`src/common/booth_pkg.sv`:
```
`default_nettype none

package booth_pkg;

	localparam int OPND_W   = 16;
	localparam int PROD_W   = 2 * OPND_W;
	localparam int ROW_CNT  = OPND_W / 2 + 1;	// one extra row for the unsigned top digit
	localparam int MCAND_W  = OPND_W + 1;
	localparam int MPLR_W   = 2 * ROW_CNT;
	localparam int PIPE_LAT = 3;

	// partial product rows plus the row of negate bits
	localparam int RED_ROWS   = ROW_CNT + 1;
	localparam int RED_LAYERS = 5;	// 10 -> 7 -> 5 -> 4 -> 3 -> 2

	typedef logic [OPND_W-1:0]  operand_t;
	typedef logic [PROD_W-1:0]  product_t;
	typedef logic [MCAND_W-1:0] mcand_t;
	typedef logic [2:0]         booth_window_t;

	typedef enum logic [2:0] {
		BOOTH_ZERO = 3'd0,
		BOOTH_POS1 = 3'd1,
		BOOTH_POS2 = 3'd2,
		BOOTH_NEG1 = 3'd3,
		BOOTH_NEG2 = 3'd4
	} booth_op_t;

endpackage

`default_nettype wire
```
`src/booth/booth_operand_prep.sv`:
```
`timescale 1ns/100ps
`default_nettype none

module booth_operand_prep import booth_pkg::*; (
	input  logic             clk,
	input  logic             rst,
	input  logic             in_valid,
	input  operand_t         a,
	input  operand_t         b,
	input  logic             sign,
	output logic             prep_valid,
	output mcand_t           mcand,
	output logic [MPLR_W-1:0] mplr
);

	logic a_ext;
	logic b_ext;

	assign a_ext = sign & a[OPND_W-1];	// zero in unsigned mode
	assign b_ext = sign & b[OPND_W-1];

	always_ff @(posedge clk) begin
		if (rst) begin
			prep_valid <= 1'b0;
		end else begin
			prep_valid <= in_valid;
		end
	end

	// operands only move when a new pair is accepted
	always_ff @(posedge clk) begin
		if (in_valid) begin
			mcand <= {a_ext, a};
			mplr  <= {b_ext, b, 1'b0};	// implicit zero below bit 0
		end
	end

	a_prep_valid_known: assert property (
		@(posedge clk) disable iff (rst) !$isunknown(prep_valid)
	) else $error("prep_valid unknown after reset");

endmodule

`default_nettype wire

```
`config.mk`:
```
export PLATFORM = sky130hd
export DESIGN_NAME = booth_operand_prep
export DESIGN_NICKNAME = d
export VERILOG_FILES = /design/src/common/booth_pkg.sv /design/src/booth/booth_operand_prep.sv
export SDC_FILE = /design/constraint.sdc
export NUM_CORES = 1
export LEC_CHECK = 0
export BUFFER_PORTS_ARGS = -buffer_cell sky130_fd_sc_hd__buf_2
export CAP_MARGIN = 30
export CORE_MARGIN = 2
export CORE_UTILIZATION = 45
export CTS_BUF_LIST = sky130_fd_sc_hd__clkbuf_8
export DETAILED_ROUTE_END_ITERATION = 8
export GPL_TIMING_DRIVEN = 0
export PLACE_DENSITY = 0.93
export SLEW_MARGIN = 20
export SYNTH_ARGS = -nofsm -noshare
export SYNTH_HDL_FRONTEND = slang
export SYNTH_SLANG_ARGS = --single-unit
```
`constraint.sdc`:
```
create_clock -name clk -period 1.3 [get_ports clk]
set_input_delay 0.13 -clock clk [delete_from_list [all_inputs] [get_ports clk]]
set_output_delay 0.13 -clock clk [all_outputs]
set_load 0.02 [all_outputs]
```
==> results of run 1 <==
## per-stage QoR
step / utilization / total power (uW)
final: 0.694 / 2340
after detailed placement: 0.655 / 1660
after floorplan: - / 1510
after global routing: 0.694 / 2440
after global placement: 0.655 / 1650
after CTS: 0.694 / 2360
## cell families after synthesis
| group | Yosys count | synth area share |
|---|---|---|
| flops | 35 | 0.965 |
| buf+inv | 1 | 0.00696 |
| other cells | 1 | 0.00348 |
| simple gates | 3 | 0.0244 |
## cell type report
cell class,instances,area (um2)
buffer,1,7.51
tap,28,35.0
timing repair buffer,70,350
clock inverter,3,16.3
multi-input combinational,4,30.0
clock buffer,5,68.8
fill,157,684
sequential,35,1040
## path summary, 6_finish.rpt
check | startpoint | end | slack, ps | depth (start not counted)
min | b[2] | mplr[3] | 30 | 1
max | mplr[11] | mplr[11] | 340 | 1
## layer usage
layer  vias to the layer above  global-route usage  share of wire
li1                        304                   -              -
met1                       279               0.163           0.36
met2                        57               0.217           0.46
met3                         2               0.116           0.17
met4                         0               0.103          0.012
met5                         -                   0              0
## power by group
group,switching (uW),internal (uW)
logic,179,98.1
registers,20.0,1340
clock network,341,365
## placed cells by master (no fill, tap or decap)
cell type / instances
edfxtp_1: 34
clkbuf_8: 5
inv_1: 1
nor2b_4: 1
clkinvlp_4: 1
buf_2: 70
and2_1: 2
buf_4: 1
dfxtp_1: 1
conb_1: 1
clkinv_2: 1
## state kept, by name (all words and copies together), names as in the netlist
register and flops:
mcand 17, prep_valid 1, mplr 17
==> key figures, run 1 <==
Run status
  – Status: finished clean

Synthesis
  – Ys flop type: edfxtp_1
  – Dominant cell type by area after synthesis: edfxtp_1
  – Synth Cell Area: 1080 um2
  – Mapped Cells: 40
  – Most common cell in the netlist: edfxtp_1
  – Synthesized net count: 76
  – Synth area leaders: edfxtp_1, dfxtp_1, nor2b_4
  – Synth Warn #: 0
  – Seq/Total Area, Yosys: 0.965
  – Syn Area/Cell: 27.0 um2
  – Seq cells post-synth: 35
  – Top-area cell type share of the netlist area: 0.947
  – Top cells by count, synth: edfxtp_1, and2_1
  – Ys async rst share: 0
  – Post-synth EDFFs: 34
  – Synth cell types: 6

Final layout
  – Layout Nets: 153
  – Share of layout cells above drive strength 1: 0.669
  – Area grow syn2layout: 43.6%
  – Post-Layout Cell Count: 146
  – Cell area after layout: 1550 um2
  – ANT cells: 0

Global route
  – Global Route Usage Sum: 0.156
  – Antenna violations before repair: 0
  – Vias in the first global route: 636
  – Largest net degree at the start of global routing: 36
  – Total congestion overflow: 0
  – First-pass GRT wire length: 2750 um

Power and ir drop
  – Peak VDD IR: 1.38 mV
  – PwrDens: 1510 nW/um2
  – Leak Pwr: 0.000684 uW

Floorplan
  – CORE AREA: 2230 um2
  – IO Pins: 72
  – Row count: 17
  – Initial core utilization: 0.483
  – Total die area: 2800 um2
  – Die X: 53.0 um
  – DIE HEIGHT: 53.0 um

Detailed routing
  – Detailed Route Iter0 Violations: 11
  – WL per Instance: 13.1 um
  – Post-route DRC violation count: 0
  – Routed Antenna Nets: 0
  – Via density: 4.40
  – Vias: 642
  – 1st-pass router iterations: 6
  – Routed wire length: 1910 um

Placed design
  – Number of cells after detailed placement: 138
  – Area after DPL: 1460 um2
  – Hpwl dp: 1480 um
  – Post-place setup slack: 215 ps
  – GP Congestion: 0.682
  – Buffers on Ports: 70

Worst setup path
  – Crit start category: flip-flop
  – Crit Path Max Fanout: 1
  – Slowest stage delay, CP: 390 ps
  – Worst EP arrival: 830 ps
  – CP Cell Sequence: buf_2
  – Critical path required time: 1170 ps
  – WP buf/inv: 1
  – Worst path slowest cell: edfxtp_1
  – Worst setup EP type: primary output
  – CP Class: reg2out
  – Crit path max-delay family: flip-flops

Clock tree
  – Setup bufs post-CTS: 0
  – CTS tree: yes
  – CTS max path bufs: 2
  – CTS Buf Count: 5
  – Clock-pin slew on the worst setup and hold paths: 70 ps
  – Clock sinks: 35
  – Root Buffer: clkbuf_8
  – Post-cts sizing count: 0
  – CTS H-Tree Depth: 2
  – Hold-fix buffers, CTS: 0

Worst hold path
  – Worst hold-check path type: in2reg

STA
  – Hold Slack: 27.0 ps
  – Tightest Pin Transition: 711 ps
  – Highest Clock Rate: 1.04 GHz
  – Clock period minus worst slack: 964 ps
  – Max_slew headroom: 0.526
  – Slew Viols, Final: 0
  – Final hold vios: 0
  – Final period util: 0.741
  – # setup viols final: 0
  – Fin worst setup slack: 336 ps
  – Total Neg Setup Slack: 0 ps
  – Unrepaired setup endpoints after global routing: no

Job
  – Max_cap viols: 0
Note: power is estimated with default switching activity, not from simulation.
==> run 2: changes to the inputs <==
- CORE_ASPECT_RATIO: default -> 2
- CORE_UTILIZATION: 45 -> 38
- PLACE_DENSITY: 0.93 -> 0.85
- clock period: 1.3 -> 0.8 ns (I/O delays scaled with it)
==> run 2 against run 1 <==
Effect of this change:
- the run now ends with setup timing left
- combinational power grew to 2.6 times the previous value
- clock-buffer cell count is the same
- flip-flop and latch count is the same
- cell count grew 23%
- critical path depth is the same
- sequential power grew 64%
==> key figures, run 2 (same netlist as run 1, synthesis figures left out) <==
Power and ir drop
  – Logic pwr share: 0.173 (was 0.119)
  – Clock Power Share: 0.281 (was 0.302)
  – Power share of the sequential group: 0.546 (was 0.579)
  – Sw Share: 0.234 (was 0.231)
  – Leak Pwr: 0.000883 uW (was 0.000684 uW)
  – Int Power: 3140 uW (was 1800 uW)
  – Total power draw: 4090 uW (was 2340 uW)
  – PwrDens: 2000 nW/um2 (was 1510 nW/um2)
  – Switching power: 956 uW (was 540 uW)
  – Peak VDD IR: 1.87 mV (was 1.38 mV)

Global route
  – Vias in the first global route: 877 (was 636)
  – Met2 Use GR: 0.330 (was 0.217)
  – First-pass GRT wire length: 4360 um (was 2750 um)
  – Met3 usage: 0.0591 (was 0.116)
  – Top Usage Layer GRT: met2 (unchanged)
  – Largest net degree at the start of global routing: 36 (unchanged)
  – GRT met1 Usage: 0.193 (was 0.163)
  – Global Route Usage Sum: 0.186 (was 0.156)
  – Total congestion overflow: 0 (unchanged)
  – Antenna violations before repair: 0 (unchanged)

Clock tree
  – CTS tree: yes (unchanged)
  – Clock-pin slew on the worst setup and hold paths: 70 ps (about the same)
  – CTS max path bufs: 2 (unchanged)
  – CTS Buf Count: 5 (unchanged)
  – Clock sinks: 35 (unchanged)
  – Setup bufs post-CTS: 0 (unchanged)
  – Root Buffer: clkbuf_8 (unchanged)
  – CTS H-Tree Depth: 2 (unchanged)

Detailed routing
  – WL per Instance: 16.4 um (was 13.1 um)
  – Via density: 4.37 (was 4.40)
  – Detailed Route Iter0 Violations: 24 (was 11)
  – Routed wire length: 2960 um (was 1910 um)
  – Routed Antenna Nets: 0 (unchanged)
  – 1st-pass router iterations: 4 (was 6)
  – Post-route DRC violation count: 0 (unchanged)
  – Vias: 786 (was 642)

Floorplan
  – Initial core utilization: 0.394 (was 0.483)
  – IO Pins: 72 (unchanged)
  – Die X: 41.7 um (was 53.0 um)
  – Row count: 27 (was 17)
  – Total die area: 3310 um2 (was 2800 um2)
  – CORE AREA: 2740 um2 (was 2230 um2)
  – DIE HEIGHT: 79.3 um (was 53.0 um)

Worst hold path
  – Worst hold-check path type: in2reg (unchanged)

Worst setup path
  – Crit path max-delay family: flip-flops (unchanged)
  – CP Cell Sequence: buf_2 (unchanged)
  – Critical path required time: 720 ps (was 1170 ps)
  – CP Class: reg2out (unchanged)
  – Crit start category: flip-flop (unchanged)
  – Worst setup EP type: primary output (unchanged)
  – Slowest stage delay, CP: 390 ps (about the same)
  – Worst path slowest cell: edfxtp_1 (unchanged)
  – Crit Path Max Fanout: 1 (unchanged)
  – Worst EP arrival: 850 ps (was 830 ps)
  – WP buf/inv: 1 (unchanged)

Job
  – Max_cap viols: 0 (unchanged)

Final layout
  – Layout Nets: 186 (was 153)
  – Area grow syn2layout: 89.3% (was 43.6%)
  – Share of layout cells above drive strength 1: 0.517 (was 0.669)
  – Biggest regs: mcand x17, mplr x17, prep_valid x1 (unchanged)
  – Commonest non-fill, non-tap cell in the layout: buf_2 (unchanged)
  – ANT cells: 0 (unchanged)
  – Commonest non-fill, non-tap cells in the layout: buf_2, edfxtp_1, dlygate4sd3_1, buf_6, clkbuf_8 (was buf_2, edfxtp_1, clkbuf_8, and2_1)
  – Post-layout util: 0.746 (was 0.694)
  – Post-Layout Cell Count: 180 (was 146)

STA
  – Clock period minus worst slack: 925 ps
  – Final period util: 1.16
  – Slew Viols, Final: 0 (unchanged)
  – Fin worst setup slack: -125 ps (was 336 ps)
  – # setup viols final: 34 (was 0)
  – Final hold vios: 0 (unchanged)
  – Highest Clock Rate: 1.08 GHz
  – Hold Slack: 101 ps (was 27.0 ps)
  – Unrepaired setup endpoints after global routing: yes (was no)

Placed design
  – GP Congestion: 0.638 (was 0.682)
  – Buffers on Ports: 70 (unchanged)
  – Post-place setup slack: -243 ps (was 215 ps)
  – Number of cells after detailed placement: 139 (was 138)

Run status
  – Failing checks: setup timing
  – Status: finished with violations (was finished clean)
==> run 2: cell types whose count changed in the layout (fill, tap and decap cells not counted), sizes merged <==
| cell | previous run | this run |
|---|---|---|
| dlygate4sd3 | 0 | 33 |
| inv | 1 | 3 |
| buf | 71 | 70 |
| clkbuf | 5 | 6 |
| clkinv | 1 | 0 |
| clkinvlp | 1 | 0 |
==> run 2: power groups by stage <==
stage          Clock [uW]  Sequential, uW  Combinational (uW)
2_1_floorplan           0            2440                15.5
3_3_place_gp            0            2240                 440
3_5_place_dp            0            2240                 451
4_1_cts              1150            2220                 619
5_1_grt              1260            2250                 740
6_report             1150            2230                 708
==> run 2: layout make-up <==
| class | count | area, um2 |
|---|---|---|
| flip-flops and latches | 35 | 1040 |
| repair buffers | 103 | 846 |
| fillers | 167 | 694 |
| clock buffers | 5 | 68.8 |
| well taps | 29 | 36.3 |
| multi-input cells | 4 | 30.0 |
| clock inverters | 3 | 11.3 |
| plain buffers | 1 | 7.51 |
==> run 2: worst paths after layout <==
kind  cells past startpoint        to  startpoint  slack [ps]
max                       1  mplr[10]    mplr[10]        -130
min                       2  mplr[17]       b[15]         100
==> run 2: per-layer routing <==
layer | routed length, um | vias up
met2 | 1730 | 39
met5 | 0 | -
li1 | - | 370
met1 | 1010 | 375
met4 | 29 | 0
met3 | 180 | 2
==> run 2: per-stage QoR <==
step	TNS (ps)	instance area, um2
final	-2920	2040
after global routing	-4040	2040
after CTS	-3000	1940
after detailed placement	-8400	1470
after global placement	-6910	1470
after floorplan	0	1080
==> run 2: repair_timing <==
action                                 in CTS  in global routing
gates resized for setup                    20                 34
gates cloned                                0                  0
hold buffers                               33                  0
setup endpoints to repair                  35                 69
endpoints found under the hold margin      33                  0
==> run 3: changes to the inputs <==
- ABC_AREA: default -> 1
- SLEW_MARGIN: 20 -> default
==> run 3 against run 2 <==
Effect of this change:
- the flow still finishes with violations (setup timing)
- clock power barely moved
- cell count rose by 1.1%
- non-clock buffer count fell by 1
- first-iteration DRC count fell by 46%
- via count rose by 0.76%
- critical endpoint is now mplr[6]
- largest power group unchanged
- highest routed layer unchanged
==> key figures, run 3 <==
Run status
  – Status: finished with violations (unchanged)
  – Failing checks: setup timing (unchanged)

Worst setup path
  – Crit start category: flip-flop (unchanged)
  – Worst path slowest cell: edfxtp_1 (unchanged)
  – Crit Path Max Fanout: 1 (unchanged)
  – CP Cell Sequence: buf_6 (was buf_2)
  – Worst EP arrival: 830 ps (was 850 ps)
  – Slowest stage delay, CP: 410 ps (was 390 ps)
  – Crit path max-delay family: flip-flops (unchanged)
  – CP Class: reg2out (unchanged)
  – WP buf/inv: 1 (unchanged)
  – Worst setup EP type: primary output (unchanged)
  – Critical path required time: 720 ps (about the same)

Global route
  – Vias in the first global route: 794 (was 877)
  – Antenna violations before repair: 0 (unchanged)
  – Total congestion overflow: 0 (unchanged)
  – Global Route Usage Sum: 0.161 (was 0.186)
  – First-pass GRT wire length: 3590 um (was 4360 um)
  – Largest net degree at the start of global routing: 36 (unchanged)

Final layout
  – Area grow syn2layout: 83.5% (was 89.3%)
  – Share of layout cells above drive strength 1: 0.503 (was 0.517)
  – Area of the multi-input gates: 17.5 um2 (was 30.0 um2)
  – ANT cells: 0 (unchanged)
  – Commonest non-fill, non-tap cell in the layout: buf_2 (unchanged)
  – Fill count: 183 (was 167)
  – Commonest non-fill, non-tap cells in the layout: buf_2, edfxtp_1, dlygate4sd3_1, buf_6, clkbuf_8 (unchanged)
  – Layout Nets: 188 (was 186)
  – Register area: 1040 um2 (unchanged)
  – Biggest regs: mcand x17, mplr x17, prep_valid x1 (unchanged)
  – Post-layout util: 0.722 (was 0.746)

Worst hold path
  – Worst hold start: sign (was b[15])
  – Worst Hold End: mplr[17] (unchanged)
  – Worst hold stages: 3 (was 2)
  – Worst hold-check path type: in2reg (unchanged)

Detailed routing
  – Routed wire length: 2520 um (was 2960 um)
  – 1st-pass router iterations: 3 (was 4)
  – Detailed Route Iter0 Violations: 13 (was 24)
  – Vias: 792 (was 786)
  – WL per Instance: 13.8 um (was 16.4 um)
  – Post-route DRC violation count: 0 (unchanged)
  – Routed Antenna Nets: 0 (unchanged)
  – Via density: 4.35 (was 4.37)

Floorplan
  – DIE HEIGHT: 79.3 um (about the same)
  – CORE AREA: 2740 um2 (unchanged)
  – IO Pins: 72 (unchanged)
  – Initial core utilization: 0.394 (about the same)
  – Row count: 27 (unchanged)
  – Die X: 41.7 um (about the same)
  – Total die area: 3300 um2 (was 3310 um2)

Power and ir drop
  – PwrDens: 2020 nW/um2 (was 2000 nW/um2)
  – Peak VDD IR: 1.51 mV (was 1.87 mV)
  – Int Power: 3090 uW (was 3140 uW)
  – Leak Pwr: 0.000867 uW (was 0.000883 uW)
  – Total power draw: 4000 uW (was 4090 uW)
  – Sw Share: 0.228 (was 0.234)
  – Logic pwr share: 0.163 (was 0.173)
  – Switching power: 912 uW (was 956 uW)
  – Power share of the sequential group: 0.556 (was 0.546)
  – Clock Power Share: 0.282 (was 0.281)

Clock tree
  – CTS Buf Count: 5 (unchanged)
  – Root Buffer: clkbuf_8 (unchanged)
  – Setup bufs post-CTS: 0 (unchanged)
  – CTS tree: yes (unchanged)
  – Clock-pin slew on the worst setup and hold paths: 60 ps (was 70 ps)
  – CTS H-Tree Depth: 2 (unchanged)
  – CTS max path bufs: 2 (unchanged)
  – Clock sinks: 35 (unchanged)

STA
  – Fin worst setup slack: -113 ps (was -125 ps)
  – Slew Viols, Final: 0 (unchanged)
  – # setup viols final: 34 (unchanged)
  – Max_slew headroom: 0.516
  – Unrepaired setup endpoints after global routing: yes (unchanged)
  – Tightest Pin Transition: 725 ps
  – Final period util: 1.14 (was 1.16)
  – Highest Clock Rate: 1.09 GHz (was 1.08 GHz)
  – Clock period minus worst slack: 913 ps (was 925 ps)
  – Final hold vios: 0 (unchanged)

Synthesis
  – Post-synth EDFFs: 34 (unchanged)
  – Ys async rst share: 0 (unchanged)
  – Top-area cell type share of the netlist area: 0.948 (was 0.947)
  – Dominant cell type by area after synthesis: edfxtp_1 (unchanged)
  – Synth Cell Area: 1080 um2 (about the same)
  – Synth area leaders: edfxtp_1, dfxtp_1, inv_1 (was edfxtp_1, dfxtp_1, nor2b_4)
  – Ys flop type: edfxtp_1 (unchanged)
  – Synth cell types: 7 (was 6)
  – Top cells by count, synth: edfxtp_1, inv_1, nand2_1 (was edfxtp_1, and2_1)
  – Synth Warn #: 0 (unchanged)
  – Seq cells post-synth: 35 (unchanged)
  – Seq/Total Area, Yosys: 0.966 (was 0.965)
  – Mapped Cells: 43 (was 40)
  – Synthesized net count: 79 (was 76)
  – Syn Area/Cell: 25.1 um2 (was 27.0 um2)
  – Most common cell in the netlist: edfxtp_1 (unchanged)

Placed design
  – GP Congestion: 0.671 (was 0.638)
  – Buffers on Ports: 70 (unchanged)

Job
  – Max_cap viols: 0 (unchanged)
[run 3: cell count changes after synthesis]
| cell | before | now |
|---|---|---|
| nand2_1 | 0 | 2 |
| inv_1 | 0 | 3 |
| and2_1 | 2 | 0 |
| nor2_2 | 0 | 1 |
| nor2b_4 | 1 | 0 |
[run 3: kinds of logic (layout without fill, tap and decap cells)]
kind of cell / count (synthesis) / in the layout / share of synthesized area
buffers and inverters: 4 / 114 / 0.0174
DFF: 35 / 35 / 0.966
other: 1 / 1 / 0.00348
and+or+nand+nor: 3 / 3 / 0.0128
[run 3: worst max path at each step]
stage             start  endpoint  slack, ps  cells past startpoint
2_1_floorplan  mcand[0]  mcand[0]        270                      0
3_3_place_gp   in_valid  mcand[0]       -210                      1
3_5_place_dp   in_valid  mplr[16]       -240                      1
4_1_cts        mplr[10]  mplr[10]       -120                      1
5_1_grt         mplr[3]   mplr[3]       -150                      1
6_report        mplr[6]   mplr[6]       -110                      1
[run 3: routing by layer]
metal  global-route usage  vias up  part of all wire
met5                    0        -                 0
met4                0.135        0             0.052
met3               0.0682       10             0.062
met2                0.284       45              0.59
met1                0.126      362              0.30
li1                     -      375                 -
[run 3: area by class of cell]
class / count / share of cell area
timing repair buffer: 102 / 0.396
clock buffer: 5 / 0.0348
tap: 29 / 0.0184
sequential: 35 / 0.527
clock inverter: 3 / 0.00570
inverter: 3 / 0.00570
multi-input combinational: 4 / 0.00886
buffer: 1 / 0.00380
[run 3: power by group through the flow]
stage / Sequential, uW / Clock [uW] / Combinational (uW)
after floorplan: 2440 / 0 / 14.2
after global placement: 2230 / 0 / 443
after detailed placement: 2240 / 0 / 452
after CTS: 2210 / 1180 / 601
after global routing: 2230 / 1270 / 683
final: 2220 / 1130 / 651
[run 3: metrics by stage]
step	worst slack (ps)	cells	area [um2]	hold slack, ps	setup TNS (ps)
floorplan	271	43	1080	147	0
global placement	-210	142	1460	248	-7200
detailed placement	-240	142	1460	252	-8260
CTS	-120	183	1910	70.0	-3110
global route	-145	182	1980	78.8	-3990
finish	-113	182	1980	76.2	-2750
[run 3: timing repair]
| action | CTS | global route |
|---|---|---|
| gates resized for setup | 13 | 22 |
| hold buffers | 33 | 0 |
| setup endpoints to repair | 35 | 36 |
| endpoints found under the hold margin | 33 | 0 |
